<file path="config.mk">
export PLATFORM = sky130hd
export DESIGN_NAME = rsc_lapo_top
export DESIGN_NICKNAME = d
export VERILOG_FILES = /design/src/verilog/rsc_dec_pkg.sv /design/src/verilog/rsc_dec_cfg_regs.sv /design/src/verilog/rsc_dec_decision.sv /design/src/verilog/rsc_dec_lapo.sv /design/src/verilog/rsc_lapo_top.sv
export VERILOG_INCLUDE_DIRS = /design/src /design/src/include
export SDC_FILE = /design/constraint.sdc
export NUM_CORES = 2
export LEC_CHECK = 0
export ABC_AREA = 0
export BUFFER_PORTS_ARGS = -buffer_cell sky130_fd_sc_hd__buf_2
export CAP_MARGIN = 15
export CORE_MARGIN = 4
export CORE_UTILIZATION = 60
export CTS_CLUSTER_DIAMETER = 120
export DETAILED_ROUTE_END_ITERATION = 12
export PLACE_DENSITY = 0.92
export SYNTH_ARGS = -nofsm -noshare
export SYNTH_HDL_FRONTEND = slang
export SYNTH_HIERARCHICAL = 1
export SYNTH_SLANG_ARGS = --single-unit
export TNS_END_PERCENT = 100
</file>
<file path="constraint.sdc">
create_clock -name iclk -period 5.85 [get_ports iclk]
set_clock_uncertainty 0.2 [all_clocks]
set_input_delay 0.585 -clock iclk [delete_from_list [all_inputs] [get_ports iclk]]
set_output_delay 0.585 -clock iclk [all_outputs]
set_load 0.05 [all_outputs]
</file>
<file path="src/include/rsc_trellis.svh">
// duobinary rsc trellis
`ifndef rsc_trellis_svh
`define rsc_trellis_svh

// ---------------------------------------------------------------------------
// next state per current state and duobit symbol
// state update s' = rotl-like base(s) ^ map(sym), map = {0, 3, 6, 5}
// every state has four distinct successors and four predecessors
// ---------------------------------------------------------------------------

localparam logic [2:0] next_states [n_states][n_syms] = '{
  '{3'd0, 3'd3, 3'd6, 3'd5},  // s0
  '{3'd2, 3'd1, 3'd4, 3'd7},  // s1
  '{3'd4, 3'd7, 3'd2, 3'd1},  // s2
  '{3'd6, 3'd5, 3'd0, 3'd3},  // s3
  '{3'd5, 3'd6, 3'd3, 3'd0},  // s4
  '{3'd7, 3'd4, 3'd1, 3'd2},  // s5
  '{3'd1, 3'd2, 3'd7, 3'd4},  // s6
  '{3'd3, 3'd0, 3'd5, 3'd6}   // s7
};

// symbol index = {a, b} duobit pair
// column order 00, 01, 10, 11

`endif

</file>
<file path="src/verilog/rsc_dec_pkg.sv">
// rsc decoder shared definitions
`default_nettype none

package rsc_dec_pkg;

  // -------------------------------------------------------------------------
  // trellis and datapath widths
  // -------------------------------------------------------------------------

  localparam int n_states = 8;   // 8-state rsc
  localparam int n_syms   = 4;   // duobit symbols
  localparam int metric_w = 10;  // state / gamma metric
  localparam int bm_w     = 11;  // gamma + beta
  localparam int lapo_w   = 12;  // relative llr
  localparam int extr_w   = 6;   // extrinsic out
  localparam int sat_w    = 5;   // saturation limit field
  localparam int cfg_w    = 8;   // config data bus

  `include "rsc_trellis.svh"

  // -------------------------------------------------------------------------
  // metric types
  // -------------------------------------------------------------------------

  typedef logic signed [metric_w-1:0] metric_t;
  typedef metric_t gamma_t [n_states][n_syms];  // per state, per symbol
  typedef metric_t state_t [n_states];

  typedef logic signed [bm_w-1:0] branch_t;
  typedef branch_t bm_t [n_states][n_syms];

  typedef logic signed [lapo_w-1:0] lapo_t [1:3];  // llr vs symbol 0
  typedef logic signed [extr_w-1:0] extr_t [1:3];

  typedef logic [1:0] scale_t;

  // extrinsic scale codes
  localparam scale_t scale_full = 2'd0;
  localparam scale_t scale_3q   = 2'd1;  // x - (x >>> 2)
  localparam scale_t scale_half = 2'd2;  // x >>> 1
  localparam scale_t scale_off  = 2'd3;  // extrinsic forced to zero

  // config register map
  localparam logic cfg_addr_scale = 1'b0;
  localparam logic cfg_addr_sat   = 1'b1;

  localparam logic [sat_w-1:0] sat_limit_rst = 5'd31;  // widest clamp

  // -------------------------------------------------------------------------
  // max-log kernel
  // -------------------------------------------------------------------------

  function automatic branch_t bm_max(branch_t a, branch_t b);
    return (a > b) ? a : b;  // signed compare
  endfunction

endpackage

`default_nettype wire

</file>
<file path="src/verilog/rsc_dec_cfg_regs.sv">
// extrinsic control registers
`timescale 1ns/1ns
`default_nettype none

module rsc_dec_cfg_regs (
  input  logic                          iclk,
  input  logic                          ireset,
  input  logic                          cfg_wr,     // single-cycle strobe
  input  logic                          cfg_addr,
  input  logic [rsc_dec_pkg::cfg_w-1:0] cfg_wdata,
  output logic [rsc_dec_pkg::cfg_w-1:0] cfg_rdata,
  output rsc_dec_pkg::scale_t           scale,
  output logic [rsc_dec_pkg::sat_w-1:0] sat_limit
);

  import rsc_dec_pkg::*;

  // write side, free running w.r.t. clock enable
  always_ff @(posedge iclk or posedge ireset) begin
    if (ireset) begin
      scale     <= scale_full;
      sat_limit <= sat_limit_rst;
    end else if (cfg_wr) begin
      case (cfg_addr)
        cfg_addr_scale : scale     <= cfg_wdata[1:0];        // upper bits dropped
        cfg_addr_sat   : sat_limit <= cfg_wdata[sat_w-1:0];
      endcase
    end
  end

  // readback, zero-extended
  always_comb begin
    case (cfg_addr)
      cfg_addr_scale : cfg_rdata = cfg_w'(scale);
      cfg_addr_sat   : cfg_rdata = cfg_w'(sat_limit);
    endcase
  end

endmodule

`default_nettype wire

</file>
<file path="src/verilog/rsc_dec_decision.sv">
// extrinsic scaling and hard decision
`timescale 1ns/1ns
`default_nettype none

module rsc_dec_decision (
  input  logic                          iclk,
  input  logic                          ireset,
  input  logic                          iclkena,
  input  logic                          ival,
  input  rsc_dec_pkg::lapo_t            ilapo,
  input  rsc_dec_pkg::scale_t           scale,
  input  logic [rsc_dec_pkg::sat_w-1:0] sat_limit,
  output logic                          oval,
  output rsc_dec_pkg::lapo_t            olapo,
  output rsc_dec_pkg::extr_t            oextr,
  output logic [1:0]                    odec
);

  import rsc_dec_pkg::*;

  logic signed [lapo_w-1:0] lim;            // +limit, zero-extended
  logic signed [lapo_w-1:0] scaled [1:3];
  logic signed [lapo_w-1:0] clipped [1:3];
  logic signed [lapo_w-1:0] best;           // running max, symbol 0 is 0
  logic [1:0]               dec;
  extr_t                    extr_c;

  assign lim = {{(lapo_w - sat_w){1'b0}}, sat_limit};

  // -------------------------------------------------------------------------
  // scale then clamp to +/- sat_limit
  // -------------------------------------------------------------------------

  always_comb begin
    for (int i = 1; i <= 3; i++) begin
      case (scale)
        scale_full : scaled[i] = ilapo[i];
        scale_3q   : scaled[i] = ilapo[i] - (ilapo[i] >>> 2);
        scale_half : scaled[i] = ilapo[i] >>> 1;
        scale_off  : scaled[i] = '0;
      endcase
      if (scaled[i] > lim) begin
        clipped[i] = lim;
      end else if (scaled[i] < -lim) begin
        clipped[i] = -lim;
      end else begin
        clipped[i] = scaled[i];
      end
      extr_c[i] = extr_w'(clipped[i]);  // |clipped| <= 31 always fits
    end
  end

  // argmax over {0, l1, l2, l3}, strict compare keeps lower index on tie
  always_comb begin
    best = '0;
    dec  = 2'd0;
    for (int i = 1; i <= 3; i++) begin
      if (ilapo[i] > best) begin
        best = ilapo[i];
        dec  = 2'(i);
      end
    end
  end

  // -------------------------------------------------------------------------
  // output stage
  // -------------------------------------------------------------------------

  always_ff @(posedge iclk or posedge ireset) begin
    if (ireset) begin
      oval <= 1'b0;
    end else if (iclkena) begin
      oval <= ival;
    end
  end

  always_ff @(posedge iclk) begin
    if (iclkena && ival) begin
      olapo <= ilapo;   // unscaled copy
      oextr <= extr_c;
      odec  <= dec;
    end
  end

endmodule

`default_nettype wire

</file>
<file path="src/verilog/rsc_dec_lapo.sv">
// a-posteriori llr pipeline
`timescale 1ns/1ns
`default_nettype none

module rsc_dec_lapo (
  input  logic                iclk,
  input  logic                ireset,
  input  logic                iclkena,
  input  logic                ival,
  input  rsc_dec_pkg::gamma_t igamma,  // gamma_e + alpha[k]
  input  rsc_dec_pkg::state_t istate,  // beta[k+1]
  output logic                oval,
  output rsc_dec_pkg::lapo_t  olapo
);

  import rsc_dec_pkg::*;

  logic [4:0] val;  // one valid bit per stage

  bm_t     bm;                // stage 1
  branch_t tmp01   [n_syms];  // stage 2, layer 1
  branch_t tmp23   [n_syms];
  branch_t tmp45   [n_syms];
  branch_t tmp67   [n_syms];
  branch_t tmp0123 [n_syms];  // stage 3, layer 2
  branch_t tmp4567 [n_syms];
  branch_t tmp_llr [n_syms];  // stage 4, per-symbol max

  // -------------------------------------------------------------------------
  // valid tracking
  // -------------------------------------------------------------------------

  always_ff @(posedge iclk or posedge ireset) begin
    if (ireset) begin
      val <= '0;
    end else if (iclkena) begin
      val <= {val[3:0], ival};  // items shift together with data
    end
  end

  assign oval = val[4];

  // -------------------------------------------------------------------------
  // branch sums, forward direction only
  // bm(s, u) = gamma(s, u) + beta(next(s, u))
  // -------------------------------------------------------------------------

  always_ff @(posedge iclk) begin
    if (iclkena && ival) begin
      for (int s = 0; s < n_states; s++) begin
        for (int u = 0; u < n_syms; u++) begin
          bm[s][u] <= igamma[s][u] + istate[next_states[s][u]];  // sign-extends to bm_w
        end
      end
    end
  end

  // -------------------------------------------------------------------------
  // max-log reduction over the 8 states, three layers
  // -------------------------------------------------------------------------

  always_ff @(posedge iclk) begin
    if (iclkena) begin
      for (int u = 0; u < n_syms; u++) begin
        if (val[0]) begin  // pairs
          tmp01[u] <= bm_max(bm[0][u], bm[1][u]);
          tmp23[u] <= bm_max(bm[2][u], bm[3][u]);
          tmp45[u] <= bm_max(bm[4][u], bm[5][u]);
          tmp67[u] <= bm_max(bm[6][u], bm[7][u]);
        end
        if (val[1]) begin  // quads
          tmp0123[u] <= bm_max(tmp01[u], tmp23[u]);
          tmp4567[u] <= bm_max(tmp45[u], tmp67[u]);
        end
        if (val[2]) begin
          tmp_llr[u] <= bm_max(tmp0123[u], tmp4567[u]);
        end
      end
    end
  end

  // -------------------------------------------------------------------------
  // llr relative to symbol 0
  // -------------------------------------------------------------------------

  always_ff @(posedge iclk) begin
    if (iclkena && val[3]) begin
      for (int i = 1; i < n_syms; i++) begin
        olapo[i] <= tmp_llr[i] - tmp_llr[0];  // 11b - 11b fits lapo_w
      end
    end
  end

endmodule

`default_nettype wire

</file>
<file path="src/verilog/rsc_lapo_top.sv">
// rsc a-posteriori output stage
`timescale 1ns/1ns
`default_nettype none

module rsc_lapo_top (
  input  logic                          iclk,
  input  logic                          ireset,
  input  logic                          iclkena,
  input  logic                          ival,
  input  rsc_dec_pkg::gamma_t           igamma,
  input  rsc_dec_pkg::state_t           istate,
  input  logic                          cfg_wr,
  input  logic                          cfg_addr,
  input  logic [rsc_dec_pkg::cfg_w-1:0] cfg_wdata,
  output logic [rsc_dec_pkg::cfg_w-1:0] cfg_rdata,
  output logic                          oval,
  output rsc_dec_pkg::lapo_t            olapo,
  output rsc_dec_pkg::extr_t            oextr,
  output logic [1:0]                    odec
);

  import rsc_dec_pkg::*;

  logic             lapo_val;   // 5 cycles after ival
  lapo_t            lapo;
  scale_t           scale;
  logic [sat_w-1:0] sat_limit;

  // -------------------------------------------------------------------------
  // llr pipeline, 5 enabled cycles
  // -------------------------------------------------------------------------

  rsc_dec_lapo rsc_dec_lapo_inst (
    .iclk    (iclk),
    .ireset  (ireset),
    .iclkena (iclkena),
    .ival    (ival),
    .igamma  (igamma),
    .istate  (istate),
    .oval    (lapo_val),
    .olapo   (lapo)
  );

  rsc_dec_cfg_regs rsc_dec_cfg_regs_inst (
    .iclk      (iclk),
    .ireset    (ireset),
    .cfg_wr    (cfg_wr),
    .cfg_addr  (cfg_addr),
    .cfg_wdata (cfg_wdata),
    .cfg_rdata (cfg_rdata),
    .scale     (scale),
    .sat_limit (sat_limit)
  );

  // decision adds the sixth cycle
  rsc_dec_decision rsc_dec_decision_inst (
    .iclk      (iclk),
    .ireset    (ireset),
    .iclkena   (iclkena),
    .ival      (lapo_val),
    .ilapo     (lapo),
    .scale     (scale),
    .sat_limit (sat_limit),
    .oval      (oval),
    .olapo     (olapo),
    .oextr     (oextr),
    .odec      (odec)
  );

endmodule

`default_nettype wire
</file>
# Word level (Yosys, flattened, before mapping)
# Memories as Yosys holds them, arrays and structs flattened.
# Cells that the tools add are included.
[word_totals] inputBits=414 elab_cells=166 reg_bits=105 output_inout_bits=65 mem_bits_rw=660 memories=8
[mem_list] memory="rsc_dec_lapo_inst.bm" words=8 width=44 read_ports=8 rd_clocked_by_memory_dff=0 wr=8 line_no="rsc_dec_lapo.sv:20" text="bm_t bm;"
[mem_list] memory="rsc_dec_lapo_inst.tmp01" words=4 width=11 read_ports=4 rd_clocked_by_memory_dff=0 wr=4 line_no="rsc_dec_lapo.sv:21" text="branch_t tmp01 [n_syms];"
[mem_list] memory="rsc_dec_lapo_inst.tmp0123" words=4 width=11 read_ports=4 rd_clocked_by_memory_dff=0 wr=4 line_no="rsc_dec_lapo.sv:25" text="branch_t tmp0123 [n_syms];"
[mem_list] memory="rsc_dec_lapo_inst.tmp23" words=4 width=11 read_ports=4 rd_clocked_by_memory_dff=0 wr=4 line_no="rsc_dec_lapo.sv:22" text="branch_t tmp23 [n_syms];"
[mem_list] memory="rsc_dec_lapo_inst.tmp45" words=4 width=11 read_ports=4 rd_clocked_by_memory_dff=0 wr=4 line_no="rsc_dec_lapo.sv:23" text="branch_t tmp45 [n_syms];"
[mem_list] memory="rsc_dec_lapo_inst.tmp4567" words=4 width=11 read_ports=4 rd_clocked_by_memory_dff=0 wr=4 line_no="rsc_dec_lapo.sv:26" text="branch_t tmp4567 [n_syms];"
[mem_list] memory="2 more memories"
[classes] add_sub_neg=39 n_reduce_logical=7 order_cmp=37 n_mux=53 bitwise=1 eq_ne=3
[op_table] operator="adder 10 x 10 -> 11 bit" count=32
[op_table] operator="greater-than comparator 11 bit" count=28
[op_table] operator="two-way mux 11 bit" count=28
[op_table] operator="case mux 12 bit (4 select lines)" count=3
[op_table] operator="greater-than comparator 12 x 6 -> 1 bit" count=3
[op_table] operator="< comparator 12 bit" count=3
[op_table] operator="subtractor 11 x 11 -> 12 bit" count=3
[op_table] operator="subtractor 12 x 10 -> 12 bit" count=3
[op_table] operator="greater-than comparator 12 bit" count=2
[op_table] operator="two-way mux 12 bit" count=2
[op_table] operator="two-way mux 6 bit" count=3
[op_table] operator="case mux 8 bit (2 select lines)" count=1
[op_table] operator="two-way mux 5 bit" count=3
[op_table] operator="two-way mux 1 bit" count=13
[op_table] operator="greater-than comparator 12 x 1 -> 1 bit, second input constant" count=1
[op_table] operator="negator 5 -> 12 bit" count=1
[op_table] operator="== test 2 bit, second input constant" count=2
[op_table] operator="AND reduction 2 bit" count=2
[op_table] operator="logical AND 1 bit" count=3
[op_table] operator="== test 2 x 1 -> 1 bit, second input constant" count=1
[op_table] operator="logical NOT 2 bit" count=1
[op_table] operator="OR reduction 2 bit" count=1
[op_table] operator="inverter 1 bit" count=1

# Longest topological paths before layout
[depth] ltp_word=6 depth_mapped=22 mapped_depth_nobuf=20

# Hierarchy
# The synthesis kept the hierarchy.
[by_module_without_submodules] module="rsc_dec_lapo" cells_per_inst=4087 seq_area_each_um2=21025.2 area_each_um2=48823.1 instances=1
[by_module_without_submodules] module="rsc_dec_decision" cells_per_inst=694 seq_area_each_um2=1706.6 area_each_um2=6483.7 instances=1
[by_module_without_submodules] module="rsc_dec_cfg_regs" cells_per_inst=26 seq_area_each_um2=181.4 area_each_um2=374.1 instances=1

# Least setup slack after synthesis
# OpenSTA, ideal clock, no wires.
[synth_path] path_kind="in2reg" startpoint="input port iclkena" endpoint="memory rsc_dec_lapo_inst/bm[0][0] (netlist bit), enable pin" arrival_time_ns=8.836 path_buffers=1 setup_time_ns=0.758 setup_slack_ns=-3.944 stages=2 path_cell_list="clkbuf_1 > and2_1"
[synth_rtl] item="start: declaration" line_no="rsc_lapo_top.sv:8" text="input logic iclkena,"
[synth_rtl] item="end: declaration" line_no="rsc_dec_lapo.sv:20"

# Worst setup path in the final report
[layout_path] startpoint="register rsc_dec_lapo_inst/olapo[35] (netlist bit)" endpoint="register rsc_dec_decision_inst.odec[1], data pin"
[layout_between] elab_chain_len=6
[layout_rtl] item="start: declaration" line_no="rsc_dec_lapo.sv:13" text="output rsc_dec_pkg::lapo_t olapo"
[layout_rtl] item="start signal: indexed assignment" line_no="rsc_dec_lapo.sv:89" text="olapo[i] <= tmp_llr[i] - tmp_llr[0];"
[layout_rtl] item="greater-than comparator 12 x 1 -> 1 bit" line_no="rsc_dec_decision.sv:58" text="if (ilapo[i] > best) begin"
[layout_rtl] item="two-way mux 12 bit *" line_no="rsc_dec_decision.sv:58"
[layout_rtl] item="greater-than comparator 12 bit" line_no="rsc_dec_decision.sv:58"
[layout_rtl] item="two-way mux 12 bit" line_no="rsc_dec_decision.sv:58"
[layout_rtl] item="greater-than comparator 12 bit" line_no="rsc_dec_decision.sv:58"
[layout_rtl] item="OR reduction 2 bit (no source line) *"
[layout_rtl] item="end signal: assignment" line_no="rsc_dec_decision.sv:81" text="odec <= dec;"
[layout_rtl] item="end: declaration" line_no="rsc_dec_decision.sv:16" text="output logic [1:0] odec"
# Every way passes the cells marked *; elsewhere a longest branch is shown, timed or not.
# A chain may end at the register's enable or synchronous reset.

==> results.txt <==
----------------------------------------------------
[Yosys]
  Proportion of synthesized flip-flops having asynchronous set or reset ... 0.01699
  Number of enable-type register cells in the synthesized netlist ... 752
  Netlist Area Pre-Place ... 55680 sq um
  Seq/Total Area, Yosys ... 0.4115
  Number of different library cells in the post-synthesis netlist ... 93
  Synth Flop Type ... sky130_fd_sc_hd__edfxtp_1
  Yosys warnings ... 6
  Mapped Cells ... 4807
  Synthesis-stage register bit count ... 765
  Synthesized area divided by synthesized cell count ... 11.58 sq um

[Finish]
  Most common cell after layout, fill and taps aside ... sky130_fd_sc_hd__ha_1
  Number of cells in the finished layout apart from fillers ... 6652
  Fraction of layout instances using a drive strength above 1 ... 0.1942
  Layout net count ... 6572
  Filler cell count ... 6279
  Post-synthesis to final-layout area growth ... 11.64%
  Finished Core Util ... 0.6771
  FF+latch area ... 22910 sq um
  Area of the multi-input gates ... 30500 sq um
  Most frequent cells in the layout ... sky130_fd_sc_hd__ha_1 (770), sky130_fd_sc_hd__edfxtp_1 (752), sky130_fd_sc_hd__inv_1 (494), sky130_fd_sc_hd__buf_2 (472), sky130_fd_sc_hd__nor2_1 (311)

[Placed design]
  Number of buffers inserted by port buffering ... 472
  Post-detail-place hpwl ... 113900 um
  Final weighted congestion in routability-driven placement ... 0.9581
  Cell total after placement ... 6501
  Worst slack at placement ... 0.9780 ns

[Setup path]
  Buffer and inverter count on the worst path ... 2
  Cell with the largest stage delay on the worst path ... sky130_fd_sc_hd__edfxtp_1
  Arrival @ worst endpoint ... 5.08 ns
  Endpoint required time on the critical path ... 6.03 ns
  Largest stage delay on the critical path ... 0.44 ns
  Start-to-end type of the worst setup path ... register to register
  Kind of start point of the critical path ... register
  Top cell family by delay on the critical path ... compound AO/OA/AOI/OAI gates
  Largest fanout on the critical path ... 14
  Ordered list of cells on the worst path ... inv_1 > nand2_1 > ha_1 > a21o_1 > a21o_1 > a211oi_1 > a211o_1 > a21oi_1 > buf_4 > mux2_2 > ha_1 > nor2b_1 > o21a_1 > o21a_1 > o21a_1 > o21a_1 > o21bai_1 > a41oi_1 > or2_2
  Most used cell along the critical path ... sky130_fd_sc_hd__o21a_1
  Capturing element type of the critical path ... register

[Floorplanning]
  Starting density of the core ... 0.6065
  Number of top-level pins ... 479
  Die Outline Area ... 97740 sq um
  Core region area ... 91800 sq um
  Cell row count ... 111
  Die width ... 312.6 um
  Die height ... 312.6 um

[Global route]
  Antenna violations before repair ... 5
  Pin count of the biggest net entering global routing ... 131
  Global-route wire length before repair ... 222200 um
  GRT Resource Usage Total ... 0.2873
  Total grt overflow ... 0
  Vias in the first global route ... 41350

[Clock network]
  Clock sink count ... 765
  CTS Root Buffer Type ... sky130_fd_sc_hd__clkbuf_16
  Post-CTS Hold Buffers ... 6
  Clock latency of the later-clocked register in the worst-skew pair ... 0.65 ns
  Maximum clock path buffer count ... 3
  Number of buffers added by the clock tree synthesis step ... 82
  CTS H-tree depth ... 3
  Clock transition time at the flip-flop clock pins of the worst setup and hold paths ... 0.07 ns
  Postcts setup bufs ... 0
  Cts repair resizes ... 0
  TritonCTS clock tree ... yes

[Power]
  Pwr/cell area ... 315.3 nW/um^2
  Maximum VDD drop ... 0.2587 mV
  Static power due to leakage ... 27.57 nW
  Total power after layout ... 0.01960 W

[Routing]
  DR WL/cell ... 21.98 um
  First-iteration detailed-routing DRC count ... 3899
  Detailed-route via count ... 41500
  DRC violation count after routing ... 0
  Number of nets with antenna violations after routing ... 0
  First-pass detailed-route iteration total ... 6
  Final wirelength ... 146200 um
  Post-DR vias/cell ... 6.239

[STA]
  Final setup violation count ... 0
  Slew of the pin with the lowest slew margin ... 1.431 ns
  Setup TNS ... 0 ns
  Min setup slack post-route ... 0.9493 ns
  Headroom to the max-slew limit ... 0.04601
  Timing-limited maximum frequency ... 0.2041 GHz
  Final count of hold timing violations ... 0
  Period minus WS final ... 4.901 ns
  Final critical-path share of the clock period ... 0.8377
  Number of pins with negative max-slew slack in the final report ... 0
  RSZ-0062 raised after global routing ... false

[Outcome]
  Status ... completed

[Flow run]
  Max-cap violations ... 0

[Min path]
  Hold WC Path Type ... input port to register

----------------------------------------------------
[registers in the layout (all words and copies together) (netlist names), 36 cells and up]
register                     count
rsc_dec_lapo_inst/tmp01         44
rsc_dec_lapo_inst/olapo         36
rsc_dec_decision_inst/olapo     36
rsc_dec_lapo_inst/tmp45         44
rsc_dec_lapo_inst/tmp67         44
rsc_dec_lapo_inst/tmp_llr       44
rsc_dec_lapo_inst/tmp23         44
rsc_dec_lapo_inst/tmp4567       44
rsc_dec_lapo_inst/bm           352
rsc_dec_lapo_inst/tmp0123       44
[worst register-to-register path, stage by stage (launching register included)]
cell,delay [ns]
sky130_fd_sc_hd__edfxtp_1,0.44
sky130_fd_sc_hd__inv_1,0.35
sky130_fd_sc_hd__nand2_1,0.19
sky130_fd_sc_hd__ha_1,0.33
sky130_fd_sc_hd__a21o_1,0.18
sky130_fd_sc_hd__a21o_1,0.17
sky130_fd_sc_hd__a211oi_1,0.30
sky130_fd_sc_hd__a211o_1,0.17
sky130_fd_sc_hd__a21oi_1,0.04
sky130_fd_sc_hd__buf_4,0.21
sky130_fd_sc_hd__mux2_2,0.31
sky130_fd_sc_hd__ha_1,0.30
sky130_fd_sc_hd__nor2b_1,0.14
sky130_fd_sc_hd__o21a_1,0.16
sky130_fd_sc_hd__o21a_1,0.17
sky130_fd_sc_hd__o21a_1,0.16
sky130_fd_sc_hd__o21a_1,0.16
sky130_fd_sc_hd__o21bai_1,0.12
sky130_fd_sc_hd__a41oi_1,0.22
sky130_fd_sc_hd__or2_2,0.33
[path summary, 6_finish.rpt]
check                                            start                            endpoint  slack [ns]  cells past startpoint
setup / recovery           rsc_dec_lapo_inst/olapo[35]       rsc_dec_decision_inst/odec[1]        0.95                     19
hold / removal                             igamma[160]        rsc_dec_lapo_inst/bm[0][132]        0.05                      2
setup reg to reg           rsc_dec_lapo_inst/olapo[35]       rsc_dec_decision_inst/odec[1]        0.95                     19
hold reg to reg             rsc_dec_lapo_inst/olapo[0]      rsc_dec_decision_inst/olapo[0]        0.28                      0
max in group asynchronous                       ireset  rsc_dec_cfg_regs_inst/sat_limit[2]        4.88                      3
min in group asynchronous                       ireset          rsc_dec_decision_inst/oval        0.19                      3
[cell type report]
cell class,instances,area share
multi-input cells,3493,0.4906
flip-flops and latches,765,0.3686
repair buffers,513,0.04372
clock buffers,93,0.03402
inverters,495,0.02989
well taps,1243,0.02502
clock inverters,48,0.008031
diodes,2,0.00008051
[Yosys cell counts, types with 24 or more instances]
master / instances / area, sq um
sky130_fd_sc_hd__a2111o_1: 47 / 529.3
sky130_fd_sc_hd__a21o_1: 85 / 638.1
sky130_fd_sc_hd__a21oi_1: 259 / 1296
sky130_fd_sc_hd__a221oi_2: 47 / 705.7
sky130_fd_sc_hd__and3_1: 30 / 187.7
sky130_fd_sc_hd__buf_6: 24 / 270.3
sky130_fd_sc_hd__edfxtp_1: 752 / 22580
sky130_fd_sc_hd__fa_1: 38 / 760.7
sky130_fd_sc_hd__ha_1: 770 / 9634
sky130_fd_sc_hd__inv_1: 494 / 1854
sky130_fd_sc_hd__mux2_2: 66 / 743.2
sky130_fd_sc_hd__mux2_4: 235 / 3528
sky130_fd_sc_hd__mux2i_1: 52 / 520.5
sky130_fd_sc_hd__nand2_1: 240 / 900.9
sky130_fd_sc_hd__nand2b_1: 38 / 237.7
sky130_fd_sc_hd__nand3_1: 89 / 445.4
sky130_fd_sc_hd__nand4_1: 48 / 300.3
sky130_fd_sc_hd__nor2_1: 311 / 1167
sky130_fd_sc_hd__nor2b_1: 96 / 600.6
sky130_fd_sc_hd__nor3_1: 54 / 270.3
sky130_fd_sc_hd__o21a_1: 81 / 608.1
sky130_fd_sc_hd__o21ai_0: 132 / 660.6
sky130_fd_sc_hd__o31a_1: 70 / 613.1
sky130_fd_sc_hd__o41ai_1: 35 / 306.5
sky130_fd_sc_hd__xnor2_1: 186 / 1629
sky130_fd_sc_hd__xor2_1: 64 / 560.5
[through the flow]
step | hold slack (ns) | cell area, sq um
floorplan | 0.1137 | 55690
global placement | 0.2658 | 59460
global route | 0.03168 | 62160
detailed placement | 0.2615 | 59460
finish | 0.05160 | 62160
CTS | 0.007955 | 62130
[where the power goes]
group	internal [W]	total (W)	switching (W)
logic	0.00304	0.00690	0.00387
clock network	0.00295	0.00512	0.00217
registers	0.00706	0.00757	0.000513
total	0.0130	0.0196	0.00655
[kinds of logic after synthesis]
logic type                 after synthesis  synth area share
AOI/OAI and AO/OA                      988            0.1324
xor gates and xnor gates               250           0.03932
adders and majority gates              808            0.1867
buffers and inverters                  551           0.04108
DFF                                    765            0.4115
muxes                                  375           0.09051
other                                    2         0.0001349
and+or+nand+nor                       1068           0.09840
[layer usage]
layer | track usage | up-vias | wire length (um)
li1 | - | 19230 | -
met1 | 0.3562 | 19860 | 57530
met2 | 0.4920 | 1924 | 70090
met3 | 0.03782 | 481 | 9936
met4 | 0.1520 | 4 | 8602
met5 | 0 | - | 27
Power figures use the tool's default switching activity.
